<file path="src/design/vg_pkg.sv">
package vg_pkg;

	// port #FF outputs, one bit per din line except the drive select pair
	typedef struct packed {
		logic       side;      // disk side, inverted din[4]
		logic       hrdy;      // head load for the vg93 hrdy pin, din[3]
		logic       res_n;     // vg93 reset, low until software sets din[2]
		logic [1:0] drive_sel; // to the drive select decoder, din[1:0]
	} vg_sys_t;

	// precompensation condition lines straight from the controller
	typedef struct packed {
		logic sl;   // early bit, shift left
		logic tr43; // head beyond track 43
		logic sr;   // late bit, shift right
	} fdd_precomp_t;

	// shift class decoded from sl/tr43/sr
	typedef enum logic [2:0] {
		shift_none        = 3'd0,
		shift_outer_left  = 3'd1,
		shift_outer_right = 3'd2,
		shift_inner_left  = 3'd3,
		shift_inner_right = 3'd4
	} precomp_shift_e;

	// write pulse delays in fclk cycles
	localparam logic [3:0] wrdelay_outer_left  = 4'd4;
	localparam logic [3:0] wrdelay_outer_right = 4'd11;
	localparam logic [3:0] wrdelay_inner_left  = 4'd0;  // strongest shift left
	localparam logic [3:0] wrdelay_inner_right = 4'd14; // strongest shift right
	localparam logic [3:0] wrdelay_standard    = 4'd7;  // centre, no shift

	// fclk cycles per vg_rclk half period, 112 cycles full period at 28 MHz
	localparam logic [5:0] rclk_half_default = 6'd56;

endpackage

</file>
<file path="src/design/vg_clock_gen.sv">
`timescale 1ns/1ps

module vg_clock_gen
(
	input  logic fclk,
	input  logic rst_n,
	input  logic step,   // head step from the vg93
	input  logic vg_drq, // data request, ends turbo
	output logic vg_clk
);

	typedef enum logic {
		clk_normal = 1'b0, // 1 MHz controller clock
		clk_turbo  = 1'b1  // 2 MHz while seeking
	} turbo_state_e;

	turbo_state_e turbo_state;
	logic [2:0]   step_sync;
	logic [2:0]   drq_sync;
	logic         step_rise; // registered rising edge of step
	logic         drq_rise;  // registered rising edge of vg_drq
	logic [2:0]   div7_cnt;
	logic         strobe7;   // 4 MHz tick
	logic [1:0]   johnson;

	// input sync and edge detect
	always_ff @(posedge fclk or negedge rst_n)
	begin
		if (!rst_n)
		begin
			step_sync <= '0;
			drq_sync  <= '0;
			step_rise <= 1'b0;
			drq_rise  <= 1'b0;
		end
		else
		begin
			step_sync <= {step_sync[1:0], step};
			drq_sync  <= {drq_sync[1:0], vg_drq};
			step_rise <= step_sync[1] & ~step_sync[2];
			drq_rise  <= drq_sync[1] & ~drq_sync[2];
		end
	end

	// turbo fsm, drq has priority over a step in the same cycle
	always_ff @(posedge fclk or negedge rst_n)
	begin
		if (!rst_n)
			turbo_state <= clk_normal;
		else if (drq_rise)
			turbo_state <= clk_normal;
		else if (step_rise)
			turbo_state <= clk_turbo;
	end

	assign strobe7 = (div7_cnt == 3'd6); // 28/7

	always_ff @(posedge fclk or negedge rst_n)
	begin
		if (!rst_n)
			div7_cnt <= 3'd0;
		else if (strobe7)
			div7_cnt <= 3'd0;
		else
			div7_cnt <= div7_cnt + 3'd1;
	end

	// two-bit johnson ring divides by 4, in turbo the top bit just toggles
	always_ff @(posedge fclk or negedge rst_n)
	begin
		if (!rst_n)
			johnson <= 2'b00;
		else if (strobe7)
		begin
			johnson[0] <= ~johnson[1];
			if (turbo_state == clk_turbo)
				johnson[1] <= ~johnson[1]; // period 2 strobes
			else
				johnson[1] <= johnson[0];  // period 4 strobes
		end
	end

	assign vg_clk = johnson[1];

endmodule

</file>
<file path="src/design/vg_read_restore.sv">
`timescale 1ns/1ps

module vg_read_restore
#(
	parameter logic [5:0] rclk_half = vg_pkg::rclk_half_default
)
(
	input  logic fclk,
	input  logic rst_n,
	input  logic rdat_n,  // raw read data from the drive, active low
	output logic vg_rawr, // 4 cycle active low pulse to the vg93
	output logic vg_rclk  // regenerated read clock
);

	logic [4:0] rdat_sync;   // glitch filter, active high
	logic       rdat_edge1;  // acceptance latch
	logic       rdat_edge2;
	logic       rdat;        // one cycle per accepted pulse
	logic [2:0] rwidth_cnt;  // 0..4, bit 2 marks idle
	logic       rwidth_ena;
	logic [5:0] rclk_cnt;
	logic       rclk_strobe;
	logic       rclk_tick;   // strobe delayed one cycle for the toggle

	always_ff @(posedge fclk or negedge rst_n)
	begin
		if (!rst_n)
			rdat_sync <= 5'b00000;
		else
			rdat_sync <= {rdat_sync[3:0], ~rdat_n};
	end

	// four low samples in a row open the latch, the rclk strobe closes it
	always_ff @(posedge fclk or negedge rst_n)
	begin
		if (!rst_n)
		begin
			rdat_edge1 <= 1'b0;
			rdat_edge2 <= 1'b0;
		end
		else
		begin
			if (rdat_sync[4:1] == 4'b1111)
				rdat_edge1 <= 1'b1;
			else if (rclk_strobe)
				rdat_edge1 <= 1'b0; // one pulse per half period at most
			rdat_edge2 <= rdat_edge1;
		end
	end

	assign rdat = rdat_edge1 & ~rdat_edge2;

	// rawr width
	assign rwidth_ena = rdat | ~rwidth_cnt[2];

	always_ff @(posedge fclk or negedge rst_n)
	begin
		if (!rst_n)
			rwidth_cnt <= 3'd4; // idle
		else if (rwidth_ena)
		begin
			if (rdat)
				rwidth_cnt <= 3'd0; // restart on every accepted pulse
			else
				rwidth_cnt <= rwidth_cnt + 3'd1;
		end
	end

	always_ff @(posedge fclk or negedge rst_n)
	begin
		if (!rst_n)
			vg_rawr <= 1'b1;
		else
			vg_rawr <= rwidth_cnt[2];
	end

	assign rclk_strobe = (rclk_cnt == 6'd0);

	// a pulse recentres the clock edge, otherwise it free-runs
	always_ff @(posedge fclk or negedge rst_n)
	begin
		if (!rst_n)
			rclk_cnt <= rclk_half - 6'd1;
		else if (rdat)
			rclk_cnt <= (rclk_half >> 1) + 6'd1; // half period plus the rawr centre
		else if (rclk_strobe)
			rclk_cnt <= rclk_half - 6'd1;
		else
			rclk_cnt <= rclk_cnt - 6'd1;
	end

	always_ff @(posedge fclk or negedge rst_n)
	begin
		if (!rst_n)
		begin
			rclk_tick <= 1'b0;
			vg_rclk   <= 1'b0;
		end
		else
		begin
			rclk_tick <= rclk_strobe;
			if (rclk_tick)
				vg_rclk <= ~vg_rclk;
		end
	end

endmodule

</file>
<file path="src/design/vg_subsys.sv">
`timescale 1ns/1ps

module vg_subsys
#(
	parameter logic [3:0] delay_outer_left  = vg_pkg::wrdelay_outer_left,
	parameter logic [3:0] delay_outer_right = vg_pkg::wrdelay_outer_right,
	parameter logic [3:0] delay_inner_left  = vg_pkg::wrdelay_inner_left,
	parameter logic [3:0] delay_inner_right = vg_pkg::wrdelay_inner_right,
	parameter logic [3:0] delay_standard    = vg_pkg::wrdelay_standard,
	parameter logic [5:0] rclk_half         = vg_pkg::rclk_half_default
)
(
	input  logic                 fclk,    // 28 MHz
	input  logic                 rst_n,
	// cpu side of port #FF
	input  logic [7:0]           din,
	input  logic                 wr_ff,
	output vg_pkg::vg_sys_t      sys,
	output logic                 intrq,
	output logic                 drq,
	// vg93 side
	input  logic                 vg_irq,
	input  logic                 vg_drq,  // also ends turbo
	input  logic                 step,
	output logic                 vg_clk,
	input  vg_pkg::fdd_precomp_t precomp,
	input  logic                 vg_wd,
	output logic                 vg_wrd,
	// drive read path
	input  logic                 rdat_n,
	output logic                 vg_rawr,
	output logic                 vg_rclk
);

	vg_clock_gen vg_clock_gen_inst
	(
		.fclk   (fclk),
		.rst_n  (rst_n),
		.step   (step),
		.vg_drq (vg_drq),
		.vg_clk (vg_clk)
	);

	vg_sysreg vg_sysreg_inst
	(
		.fclk   (fclk),
		.rst_n  (rst_n),
		.wr_ff  (wr_ff),
		.din    (din),
		.sys    (sys),
		.vg_irq (vg_irq),
		.vg_drq (vg_drq),
		.intrq  (intrq),
		.drq    (drq)
	);

	// precomp delays passed straight through from the top
	vg_write_precomp #(
		.delay_outer_left  (delay_outer_left),
		.delay_outer_right (delay_outer_right),
		.delay_inner_left  (delay_inner_left),
		.delay_inner_right (delay_inner_right),
		.delay_standard    (delay_standard)
	) vg_write_precomp_inst
	(
		.fclk    (fclk),
		.rst_n   (rst_n),
		.precomp (precomp),
		.vg_wd   (vg_wd),
		.vg_wrd  (vg_wrd)
	);

	vg_read_restore #(
		.rclk_half (rclk_half)
	) vg_read_restore_inst
	(
		.fclk    (fclk),
		.rst_n   (rst_n),
		.rdat_n  (rdat_n),
		.vg_rawr (vg_rawr),
		.vg_rclk (vg_rclk)
	);

endmodule

</file>
<file path="src/design/vg_sysreg.sv">
`timescale 1ns/1ps

module vg_sysreg
(
	input  logic            fclk,
	input  logic            rst_n,
	input  logic            wr_ff,  // one fclk strobe per port #FF write
	input  logic [7:0]      din,
	output vg_pkg::vg_sys_t sys,
	input  logic            vg_irq,
	input  logic            vg_drq,
	output logic            intrq,  // resynced for the port #FF read
	output logic            drq
);

	logic       wr_ff_q;   // delayed write strobe
	logic [4:0] din_q;     // din[4:0] captured with the strobe
	logic [1:0] irq_sync;
	logic [1:0] drq_sync;

	// the cpu write is captured here and the fields load one cycle later
	always_ff @(posedge fclk or negedge rst_n)
	begin
		if (!rst_n)
		begin
			wr_ff_q <= 1'b0;
			din_q   <= 5'h00;
		end
		else
		begin
			wr_ff_q <= wr_ff;
			if (wr_ff)
				din_q <= din[4:0];
		end
	end

	// res_n stays low from reset until software writes a 1
	always_ff @(posedge fclk or negedge rst_n)
	begin
		if (!rst_n)
			sys <= '0;
		else if (wr_ff_q)
		begin
			sys.side      <= ~din_q[4]; // side line is active low at the drive
			sys.hrdy      <= din_q[3];
			sys.res_n     <= din_q[2];
			sys.drive_sel <= din_q[1:0];
		end
	end

	// two-flop resync and a registered output
	always_ff @(posedge fclk or negedge rst_n)
	begin
		if (!rst_n)
		begin
			irq_sync <= 2'b00;
			drq_sync <= 2'b00;
			intrq    <= 1'b0;
			drq      <= 1'b0;
		end
		else
		begin
			irq_sync <= {irq_sync[0], vg_irq};
			drq_sync <= {drq_sync[0], vg_drq};
			intrq    <= irq_sync[1];
			drq      <= drq_sync[1];
		end
	end

endmodule

</file>
<file path="src/design/vg_write_precomp.sv">
`timescale 1ns/1ps

module vg_write_precomp
#(
	parameter logic [3:0] delay_outer_left  = vg_pkg::wrdelay_outer_left,
	parameter logic [3:0] delay_outer_right = vg_pkg::wrdelay_outer_right,
	parameter logic [3:0] delay_inner_left  = vg_pkg::wrdelay_inner_left,
	parameter logic [3:0] delay_inner_right = vg_pkg::wrdelay_inner_right,
	parameter logic [3:0] delay_standard    = vg_pkg::wrdelay_standard
)
(
	input  logic                 fclk,
	input  logic                 rst_n,
	input  vg_pkg::fdd_precomp_t precomp, // sl/tr43/sr from the vg93
	input  logic                 vg_wd,   // raw write data pulse
	output logic                 vg_wrd   // delayed, fixed width write pulse
);

	import vg_pkg::*;

	fdd_precomp_t   precomp_s1;
	fdd_precomp_t   precomp_s2;   // stable copy of the lines
	logic [2:0]     wd_sync;
	logic           wd_rise;      // start of a vg_wd pulse
	precomp_shift_e shift;
	logic [3:0]     delay_sel;
	logic [3:0]     delay_cnt;
	logic           delay_end;
	logic [3:0]     width_cnt;    // 0..8, bit 3 marks idle
	logic           width_ena;

	always_ff @(posedge fclk or negedge rst_n)
	begin
		if (!rst_n)
		begin
			precomp_s1 <= '0;
			precomp_s2 <= '0;
			wd_sync    <= 3'b000;
		end
		else
		begin
			precomp_s1 <= precomp;
			precomp_s2 <= precomp_s1;
			wd_sync    <= {wd_sync[1:0], vg_wd};
		end
	end

	assign wd_rise = wd_sync[1] & ~wd_sync[2];

	// class decode, only the four legal combinations shift
	always_comb
	begin
		case ({precomp_s2.sl, precomp_s2.tr43, precomp_s2.sr})
			3'b100:  shift = shift_outer_left;
			3'b001:  shift = shift_outer_right;
			3'b110:  shift = shift_inner_left;
			3'b011:  shift = shift_inner_right;
			default: shift = shift_none;
		endcase
	end

	always_comb
	begin
		case (shift)
			shift_outer_left:  delay_sel = delay_outer_left;
			shift_outer_right: delay_sel = delay_outer_right;
			shift_inner_left:  delay_sel = delay_inner_left;
			shift_inner_right: delay_sel = delay_inner_right;
			default:           delay_sel = delay_standard;
		endcase
	end

	// delay down-counter, parks at zero
	always_ff @(posedge fclk or negedge rst_n)
	begin
		if (!rst_n)
			delay_cnt <= 4'd0;
		else if (wd_rise)
			delay_cnt <= delay_sel;
		else if (!delay_end)
			delay_cnt <= delay_cnt - 4'd1;
	end

	assign delay_end = (delay_cnt == 4'd0);

	// width counter held at 0 during the delay, then runs up to 8
	assign width_ena = wd_rise | (delay_end & ~width_cnt[3]);

	always_ff @(posedge fclk or negedge rst_n)
	begin
		if (!rst_n)
			width_cnt <= 4'd8; // idle
		else if (width_ena)
		begin
			if (wd_rise)
				width_cnt <= 4'd0;
			else
				width_cnt <= width_cnt + 4'd1;
		end
	end

	always_ff @(posedge fclk or negedge rst_n)
	begin
		if (!rst_n)
			vg_wrd <= 1'b0;
		else
			vg_wrd <= |width_cnt[2:0]; // counts 1..7 give the 7 cycle pulse
	end

endmodule

</file>
<file path="config.mk">
export PLATFORM = sky130hd
export DESIGN_NAME = vg_subsys
export DESIGN_NICKNAME = d
export VERILOG_FILES = /design/src/design/vg_pkg.sv /design/src/design/vg_clock_gen.sv /design/src/design/vg_read_restore.sv /design/src/design/vg_subsys.sv /design/src/design/vg_sysreg.sv /design/src/design/vg_write_precomp.sv
export SDC_FILE = /design/constraint.sdc
export NUM_CORES = 1
export LEC_CHECK = 0
export ABC_AREA = 1
export BUFFER_PORTS_ARGS = -buffer_cell sky130_fd_sc_hd__buf_2
export CORE_ASPECT_RATIO = 0.8
export CORE_MARGIN = 3
export CORE_UTILIZATION = 25
export DETAILED_ROUTE_END_ITERATION = 10
export PLACE_DENSITY = 0.52
export SLEW_MARGIN = 0
export SYNTH_ARGS = -nofsm -noshare
export SYNTH_HDL_FRONTEND = slang
export SYNTH_HIERARCHICAL = 1
export SYNTH_SLANG_ARGS = --single-unit
</file>
<file path="constraint.sdc">
create_clock -name fclk -period 1.3 [get_ports fclk]
set_input_delay 0.13 -clock fclk [delete_from_list [all_inputs] [get_ports fclk]]
set_output_delay 0.13 -clock fclk [all_outputs]
set_load 0.005 [all_outputs]
</file>
==> results.json, run 1 <==
{
  "clk_latency_ps": 320,
  "yosys-top-cells-count": "70 x nand2_1, 60 x dfrtp_1, 30 x inv_1, 18 x nand3_1, 14 x nor2_1",
  "grt_pass1_vias": 1734,
  "num_rows": 32,
  "synthesis.area_um2": 2567,
  "synth_seq_area_share_pct": 66.67,
  "fin_total_pwr_w": 0.006426,
  "antenna_found_initial": 0,
  "diodes": 0,
  "crit_required_ps": 1560,
  "dieArea_um2": 11530,
  "route.vias.total": 1696,
  "worst-setup-path-type": "flip-flop to flip-flop",
  "max_slew_margin_pct": 76.13,
  "ys_warn_count": 6,
  "leakage_nw": 1.684,
  "fmax_ghz": 0.8365,
  "cts_tree": "done",
  "clock-sinks": 68,
  "root_buffer": "clkbuf_16",
  "max_slew.worst_pin.slew_ps": 358.0,
  "yosysUniqueCellTypes": 21,
  "critPathLaunch": "vg_read_restore_inst/rclk_cnt[0]$_DFF_PN1_",
  "finalSetupTns_ps": 0,
  "yosys.area.top_type": "dfrtp_1",
  "ant_nets": 0,
  "whs_ps": 33.06,
  "startpoint_type": "flip-flop",
  "status": "completed",
  "finalCritPeriodShare_pct": 91.96,
  "hp-start": "din[1]",
  "vdd_drop_max_uv": 964.3,
  "cap_violations": 0,
  "clock-skew-final_ps": 5.116,
  "nFillCells": 979,
  "io_pins": 30,
  "gp_congestion": 0.7368,
  "fin_cells": 437,
  "dp_cells": 407,
  "crit_arrival_ps": 1450,
  "grt.busiest_layer": "met2",
  "crit_chain": "inv_1 -> ha_1 -> nand4_2 -> nand2_1 -> inv_1 -> nand2_1",
  "fp.dieW_um": 119.3,
  "cts_buffers": 9,
  "cp-end-kind": "flip-flop",
  "synth_edf_count": 0,
  "drtIter0Drc": 91,
  "avgSynthCellArea_um2": 10.57,
  "critical_path.max_fanout": 4,
  "cp_top_family": "flip-flops",
  "core_area_um2": 9809,
  "first_pass_iters": 4,
  "yosysMostFrequentCell": "nand2_1",
  "async_flop_share_pct": 100.0,
  "grt-ovfl-total": 0,
  "grt_pass1_wl_um": 7610,
  "cts_setup_buffers": 0,
  "synth.net_count": 269,
  "p_per_area_nw_per_um2": 1926,
  "cts_buffer_depth": 2,
  "r2r_start": "vg_read_restore_inst/rclk_cnt[0]$_DFF_PN1_",
  "finalSetupViolCount": 0,
  "gr-usage-met1_pct": 9.567,
  "finalHoldViolCount": 0,
  "post-dp-hpwl_um": 2672,
  "syn_inst": 243,
  "synth-seq-cells": 68,
  "port_buffers": 26,
  "period_minus_slack_ps": 1195,
  "fin_nets": 322,
  "h-tree-depth": 3,
  "routed_via_density": 3.881,
  "detail_route.wl_per_cell_um": 9.597,
  "cpPeakStageDelay_ps": 520,
  "rsz0062_at_grt": "false",
  "drive_gt1_share_pct": 24.58,
  "cts.clk_slew.worst_paths_ps": 60,
  "area_delta_synth_final_pct": 29.97,
  "grt_use_met2_pct": 13.16,
  "hp-class": "primary input to flip-flop",
  "start_util_pct": 26.17,
  "yosys.area.top_type_share_pct": 58.48,
  "path_buf_inv": 2,
  "slew_viol_final": 0,
  "ys.flop_type": "dfrtp_1",
  "cp_slowest_cell": "dfstp_2",
  "met3_usage_pct": 4.267,
  "drc_errors": 0,
  "gr-usage-all-layers_pct": 8.335,
  "synthTopCellsByArea": "dfrtp_1 58%, nand2_1 10%, dfstp_2 8.2%",
  "die_y_um": 96.64,
  "wl_um": 4194,
  "grt_max_degree": 69
}
-- power by group --
group	internal [W]	switching [W]	leakage, nW	total (W)
Sequential	0.00256	0.000273	0.803	0.00284
Combinational	0.000516	0.000662	0.729	0.00118
Clock	0.00153	0.000878	0.153	0.00241
-- final timing paths --
kind / endpoint / slack [ps] / depth (start not counted)
max: vg_read_restore_inst/rclk_cnt[4]$_DFF_PN1_ / 100 / 6
min: vg_sysreg_inst/din_q[1]$_DFFE_PN0P_ / 30 / 3
max reg2reg: vg_read_restore_inst/rclk_cnt[4]$_DFF_PN1_ / 100 / 6
min reg2reg: vg_clock_gen_inst/step_sync[1]$_DFF_PN0_ / 340 / 0
max in group asynchronous: vg_read_restore_inst/vg_rawr$_DFF_PN1_ / 620 / 3
min in group asynchronous: vg_write_precomp_inst/vg_wrd$_DFF_PN0_ / 350 / 3
-- layout make-up --
cell class / count / area [um^2] / share of cell area (%)
clock inverters: 6 / 62.56 / 1.875
well taps: 136 / 170.2 / 5.099
flip-flops and latches: 68 / 1712 / 51.29
clock buffers: 10 / 239.0 / 7.162
repair buffers: 42 / 297.8 / 8.924
inverters: 35 / 131.4 / 3.937
multi-input cells: 140 / 724.4 / 21.71
-- layer usage --
metal,part of all wire (%),vias up,wire [um]
met2,48,25,1994
met4,0.81,0,34
met3,4.3,4,179
met5,0,-,0
li1,-,856,-
met1,47,811,1987
-- through the flow --
stage                     setup WS (ps)  util [%]  instance area [um^2]
after floorplan                   135.4         -                  2567
after global placement            105.7     29.52                  2895
after detailed placement          92.11     29.52                  2895
after CTS                         89.15     34.02                  3337
after global routing              8.552     34.02                  3337
final                             104.6     34.02                  3337
-- what timing repair did --
item,4_1_cts,5_1_grt
setup endpoints to repair,0,3
hold buffers,14,0
resized for setup,0,1
hold endpoints to repair,74,0
-- cells in the final DEF, fill, tap and decap left out, types with 2 or more instances in the layout --
master / netlist / layout
a21oi_1: 2 / 2
nand4_1: 3 / 3
dlygate4sd3_1: 0 / 14
nand2_1: 70 / 70
clkinv_2: 0 / 3
inv_1: 30 / 29
nor2_1: 14 / 14
nor2_4: 4 / 4
o21ai_0: 4 / 4
buf_2: 0 / 26
clkbuf_16: 0 / 9
dfstp_2: 8 / 8
dfrtp_1: 60 / 60
nand2_2: 3 / 3
nand3_1: 18 / 18
xor2_1: 4 / 4
ha_1: 7 / 7
inv_2: 5 / 6
nor2_2: 5 / 5
-- flip-flops by register name (all words and copies together) (netlist names), 4 cells and up --
name	cells
vg_read_restore_inst/rclk_cnt	6
vg_read_restore_inst/rdat_sync	5
vg_sysreg_inst/din_q	5
vg_sysreg_inst/sys	5
vg_write_precomp_inst/delay_cnt	4
vg_write_precomp_inst/width_cnt	4
-- tightest hold or removal path, stage by stage --
cell and delay (ps):
buf_2 80, nand2_1 50, nand2_1 70
-- cell families (layout without fill, tap and decap cells) --
family                   count (synthesis)  count (layout)  synth area share (%)
XOR/XNOR                                 5               5                 1.706
flip-flops                              68              68                 66.67
adder cells (fa/ha/maj)                  7               7                 3.411
AO/OA/AOI/OAI                            8               8                 1.706
AND/OR/NAND/NOR                        120             120                 21.39
buffers and inverters                   35              93                 5.117
(Power assumes the default switching activity.)
==> run 2: changes to the inputs <==
--- a/config.mk
+++ b/config.mk
@@ -7,7 +7,6 @@
 export LEC_CHECK = 0
 export ABC_AREA = 1
 export BUFFER_PORTS_ARGS = -buffer_cell sky130_fd_sc_hd__buf_2
-export CORE_ASPECT_RATIO = 0.8
 export CORE_MARGIN = 3
 export CORE_UTILIZATION = 25
 export DETAILED_ROUTE_END_ITERATION = 10
==> run 2 against run 1 <==
- count of clock-buffer cells in the layout is 2 higher
- global-route usage grew 0.097 points
- hold slack improved by 210 ps
- sequential cell count did not move
- critical path type unchanged
- worst setup slack worse by 26 ps
- sequential power about the same
- non-clock buffer count grew 2
- critical path depth fell by 1
- fmax is 2.1% lower
==> results.json, run 2 (same netlist as run 1, synthesis figures left out) <==
{
  "status": "completed",
  "core_area_um2": 9864,
  "gr-usage-all-layers_pct": 8.432,
  "finalSetupViolCount": 0,
  "fmax_ghz": 0.8187,
  "ant_nets": 0,
  "p_int_w": 0.004048,
  "fin_area_um2": 3252,
  "drc_errors": 0,
  "placed_cell_area_um2": 2912,
  "worst-setup-path-type": "flip-flop to flip-flop",
  "worst_slack_ps": 78.51,
  "diodes": 0,
  "root_buffer": "clkbuf_8",
  "p_sw_w": 0.001646,
  "regMostFlops": "vg_read_restore_inst/rclk_cnt",
  "combPwrFrac_pct": 20.7,
  "cap_violations": 0,
  "drive_gt1_share_pct": 23.92,
  "route.vias.total": 1673,
  "area_delta_synth_final_pct": 26.66,
  "hp-class": "primary input to async pin",
  "detail_route.wl_per_cell_um": 9.682,
  "p_per_area_nw_per_um2": 1751,
  "cp-end-kind": "flip-flop",
  "rsz0062_at_grt": "false",
  "dieArea_um2": 11520,
  "grt_pass1_vias": 1715,
  "die_y_um": 107.3,
  "clk_latency_ps": 340,
  "p_sw_share_pct": 28.91,
  "cts_buffer_depth": 2,
  "grt_max_degree": 34,
  "pwr-share-seq_pct": 49.6,
  "fin_nets": 324,
  "port_buffers": 26,
  "dp_cells": 405,
  "crit_required_ps": 1530,
  "max_slew_margin_pct": 76.21,
  "cts_setup_buffers": 0,
  "io_pins": 30,
  "gp_congestion": 0.7519,
  "h-tree-depth": 3,
  "slew_viol_final": 0,
  "clock-sinks": 68,
  "fin_cells": 434,
  "drtIter0Drc": 61,
  "grt-ovfl-total": 0,
  "final_common_cell": "nand2_1",
  "grt_pass1_wl_um": 7507,
  "cts_buffers": 9,
  "r2r_slack_ps": 80,
  "wl_um": 4202,
  "cts.clk_slew.worst_paths_ps": 70,
  "cts_tree": "done",
  "dpl_worst_slack_ps": 87.94,
  "max_slew.worst_pin.slew_ps": 356.9,
  "most-common-layout-cells": "70 x nand2_1, 60 x dfrtp_1, 29 x inv_1",
  "crit_arrival_ps": 1450,
  "start_util_pct": 26.03,
  "finalSetupTns_ps": 0,
  "clock-skew-final_ps": 8.617,
  "finalHoldViolCount": 0,
  "finalCritPeriodShare_pct": 93.96,
  "vdd_drop_max_uv": 666.8,
  "leakage_nw": 1.645,
  "first_pass_iters": 4,
  "period_minus_slack_ps": 1221,
  "num_rows": 36,
  "fin_total_pwr_w": 0.005694,
  "antenna_found_initial": 0,
  "post-dp-hpwl_um": 2842,
  "clkPwrFrac_pct": 29.7,
  "fp.dieW_um": 107.3,
  "startpoint_type": "flip-flop",
  "largest_register_ffs": 6,
  "critical_path.max_fanout": 5,
  "routed_via_density": 3.855
}
-- run 2: final timing paths --
kind,start,end,cells after the start
worst max-delay path,vg_write_precomp_inst/delay_cnt[0]$_DFFE_PN0P_,vg_write_precomp_inst/delay_cnt[2]$_DFFE_PN0P_,5
worst min-delay path,rst_n,vg_write_precomp_inst/vg_wrd$_DFF_PN0_,2
worst max register to register,vg_write_precomp_inst/delay_cnt[0]$_DFFE_PN0P_,vg_write_precomp_inst/delay_cnt[2]$_DFFE_PN0P_,5
worst min register to register,vg_clock_gen_inst/drq_sync[0]$_DFF_PN0_,vg_clock_gen_inst/drq_sync[1]$_DFF_PN0_,0
max in group asynchronous,rst_n,vg_read_restore_inst/rclk_cnt[1]$_DFF_PN1_,3
min in group fclk,vg_clock_gen_inst/drq_sync[0]$_DFF_PN0_,vg_clock_gen_inst/drq_sync[1]$_DFF_PN0_,0
-- run 2: power groups by stage --
stage / Combinational, W / Sequential, W / Clock (W)
floorplan: 0.000827 / 0.00282 / 0
detailed placement: 0.00117 / 0.00287 / 0
finish: 0.00118 / 0.00283 / 0.00169
CTS: 0.00120 / 0.00283 / 0.00176
global route: 0.00140 / 0.00288 / 0.00186
global placement: 0.00114 / 0.00286 / 0
-- run 2: per-stage QoR --
stage               util [%]  hold WS (ps)
global route           32.97         274.4
CTS                    32.97         250.9
detailed placement     29.52         66.31
floorplan                  -        -165.6
finish                 32.97         239.7
global placement       29.52         61.53
-- run 2: area by class of cell --
cell class              count  area (um^2)
clock buffers              12        155.1
clock inverters             2        35.03
fillers                   992         6613
inverters                  35        131.4
multi-input cells         140        724.4
flip-flops and latches     68         1712
well taps                 133        166.4
repair buffers             44        327.8
-- run 2: what timing repair did --
| item | in CTS | in global routing |
|---|---|---|
| hold buffers | 15 | 0 |
| setup endpoints to repair | 0 | 1 |
| gates resized for setup | 0 | 1 |
| endpoints found under the hold margin | 28 | 0 |
-- run 2: routing by layer --
metal,up-vias,global-route usage (%),routed length [um]
met5,-,0,0
met4,0,5.140,86
met3,8,3.119,220
met2,37,13.14,1915
met1,779,9.866,1980
li1,849,-,-
-- run 2: critical path, cell delays in order (launching register included) --
cell     delay (ps)
dfrtp_1         340
inv_1           100
ha_1            220
or2_2           290
nand4_1          90
o21ai_1          60
==> run 3: changes to the inputs <==
--- a/config.mk
+++ b/config.mk
@@ -8,9 +8,9 @@
 export ABC_AREA = 1
 export BUFFER_PORTS_ARGS = -buffer_cell sky130_fd_sc_hd__buf_2
 export CORE_MARGIN = 3
-export CORE_UTILIZATION = 25
+export CORE_UTILIZATION = 57
 export DETAILED_ROUTE_END_ITERATION = 10
-export PLACE_DENSITY = 0.52
+export PLACE_DENSITY = 0.89
 export SLEW_MARGIN = 0
 export SYNTH_ARGS = -nofsm -noshare
 export SYNTH_HDL_FRONTEND = slang
==> run 3 against run 2 <==
- critical endpoint unchanged
- wire length is 9.5% higher
- non-clock buffer count is 2 lower
- design area is 2.7% lower
- fmax is 0.60% lower
- largest power group unchanged
- worst setup slack worse by 7.3 ps
- via count is 4.7% higher
- die area is 54% lower
==> results.json, run 3 (same netlist as run 1, synthesis figures left out) <==
{
  "crit_arrival_ps": 1450,
  "die_y_um": 73.12,
  "ant_nets": 0,
  "start_util_pct": 61.53,
  "cp-end-kind": "flip-flop",
  "clock-skew-final_ps": 16.80,
  "rsz0062_at_grt": "false",
  "fin_area_um2": 3163,
  "finalSetupTns_ps": 0,
  "grt_max_degree": 69,
  "routed_via_density": 4.989,
  "final_util_pct": 75.80,
  "status": "completed",
  "clock-sinks": 68,
  "largest_register_ffs": 6,
  "route.vias.total": 1751,
  "finalSetupViolCount": 0,
  "root_buffer": "clkbuf_8",
  "slew_viol_final": 0,
  "startpoint_type": "flip-flop",
  "dp_cells": 320,
  "io_pins": 30,
  "regMostFlops": "vg_read_restore_inst/rclk_cnt",
  "wl_um": 4601,
  "leakage_nw": 1.645,
  "cts_buffer_depth": 2,
  "h-tree-depth": 3,
  "num_rows": 23,
  "clk_latency_ps": 340,
  "endpoint": "vg_write_precomp_inst/delay_cnt[2]$_DFFE_PN0P_",
  "vdd_drop_max_uv": 1357,
  "fp.dieW_um": 73.12,
  "first_pass_iters": 4,
  "antenna_found_initial": 0,
  "finalCritPeriodShare_pct": 94.52,
  "cts.clk_slew.worst_paths_ps": 70,
  "max_slew.worst_pin.slew_ps": 345.5,
  "gp_congestion": 0.8430,
  "grt_pass1_vias": 1826,
  "drive_gt1_share_pct": 25.58,
  "cts_tree": "done",
  "detail_route.wl_per_cell_um": 13.11,
  "max_slew_margin_pct": 76.96,
  "hp-class": "primary input to async pin",
  "port_buffers": 26,
  "diodes": 0,
  "critical_path.max_fanout": 5,
  "fmax_ghz": 0.8138,
  "fin_nets": 322,
  "post-dp-hpwl_um": 2578,
  "p_per_area_nw_per_um2": 1890,
  "drc_errors": 0,
  "timing.rr.end": "vg_write_precomp_inst/delay_cnt[2]$_DFFE_PN0P_",
  "cts_setup_buffers": 0,
  "dieArea_um2": 5346,
  "reg2reg_depth": 5,
  "most-common-layout-cells": "69 x nand2_1, 60 x dfrtp_1, 27 x inv_1",
  "crit_required_ps": 1520,
  "drtIter0Drc": 101,
  "cts_buffers": 9,
  "worst-setup-path-type": "flip-flop to flip-flop",
  "period_minus_slack_ps": 1229,
  "finalHoldViolCount": 0,
  "r2r_slack_ps": 70,
  "grt_pass1_wl_um": 8107,
  "grt-ovfl-total": 0,
  "gr-usage-all-layers_pct": 20.74,
  "placed_cell_area_um2": 2780,
  "fin_cells": 351,
  "core_area_um2": 4173,
  "cap_violations": 0,
  "r2r_start": "vg_write_precomp_inst/delay_cnt[0]$_DFFE_PN0P_",
  "critPathLaunch": "vg_write_precomp_inst/delay_cnt[0]$_DFFE_PN0P_",
  "area_delta_synth_final_pct": 23.20,
  "fin_total_pwr_w": 0.005977,
  "final_common_cell": "nand2_1"
}
## run 3: power by group
group	leakage, nW	total, W	internal (W)	switching (W)
Clock	0.113	0.00188	0.00112	0.000754
Sequential	0.803	0.00285	0.00256	0.000290
Combinational	0.730	0.00125	0.000515	0.000735
## run 3: how the worst min path moves through the flow
| stage | from | to | cells past startpoint |
|---|---|---|---|
| 3_3_place_gp | rst_n | vg_clock_gen_inst/johnson[1]$_DFFE_PN0N_ | 2 |
| 5_1_grt | vg_read_restore_inst/rdat_sync[0]$_DFF_PN0_ | vg_read_restore_inst/rdat_sync[1]$_DFF_PN0_ | 0 |
| 2_1_floorplan | rst_n | vg_clock_gen_inst/div7_cnt[0]$_DFF_PN0_ | 0 |
| 6_report | rst_n | vg_clock_gen_inst/johnson[1]$_DFFE_PN0N_ | 3 |
| 3_5_place_dp | rst_n | vg_clock_gen_inst/johnson[1]$_DFFE_PN0N_ | 2 |
| 4_1_cts | rst_n | vg_clock_gen_inst/div7_cnt[2]$_DFF_PN0_ | 3 |
## run 3: worst max-delay path, stage by stage, from the launching register on
cell and delay [ps]:
dfrtp_1 370, inv_2 70, ha_1 210, or2_2 290
nand4_1 100, o21ai_1 80
## run 3: final cells by class
| class | count | area, um^2 |
|---|---|---|
| well taps | 50 | 62.56 |
| multi-input cells | 140 | 740.7 |
| repair buffers | 42 | 300.3 |
| clock inverters | 5 | 75.07 |
| clock buffers | 11 | 141.4 |
| flip-flops and latches | 68 | 1712 |
| inverters | 35 | 131.4 |
| fillers | 241 | 1010 |
## run 3: layer usage
layer / vias to the layer above / part of all wire, % / track usage [%]
met5: - / 0 / 0
li1: 852 / - / -
met4: 0 / 2.7 / 10.25
met1: 846 / 42 / 24.69
met3: 13 / 4.0 / 5.510
met2: 40 / 51 / 34.66
## run 3: timing repair
| action | 4_1_cts | 5_1_grt |
|---|---|---|
| pin swaps | 0 | 1 |
| hold endpoints to repair | 75 | 0 |
| hold buffers | 15 | 0 |
| endpoints found under the setup margin | 3 | 11 |
| gates cloned | 0 | 0 |
| gates resized for setup | 1 | 6 |
## run 3: metrics by stage
| step | hold WS (ps) | worst slack (ps) |
|---|---|---|
| finish | 324.6 | 71.18 |
| global route | 358.5 | 13.35 |
| CTS | 342.2 | 24.61 |
| detailed placement | 168.0 | 47.07 |
| global placement | 167.1 | 86.59 |
| floorplan | -165.6 | 135.4 |
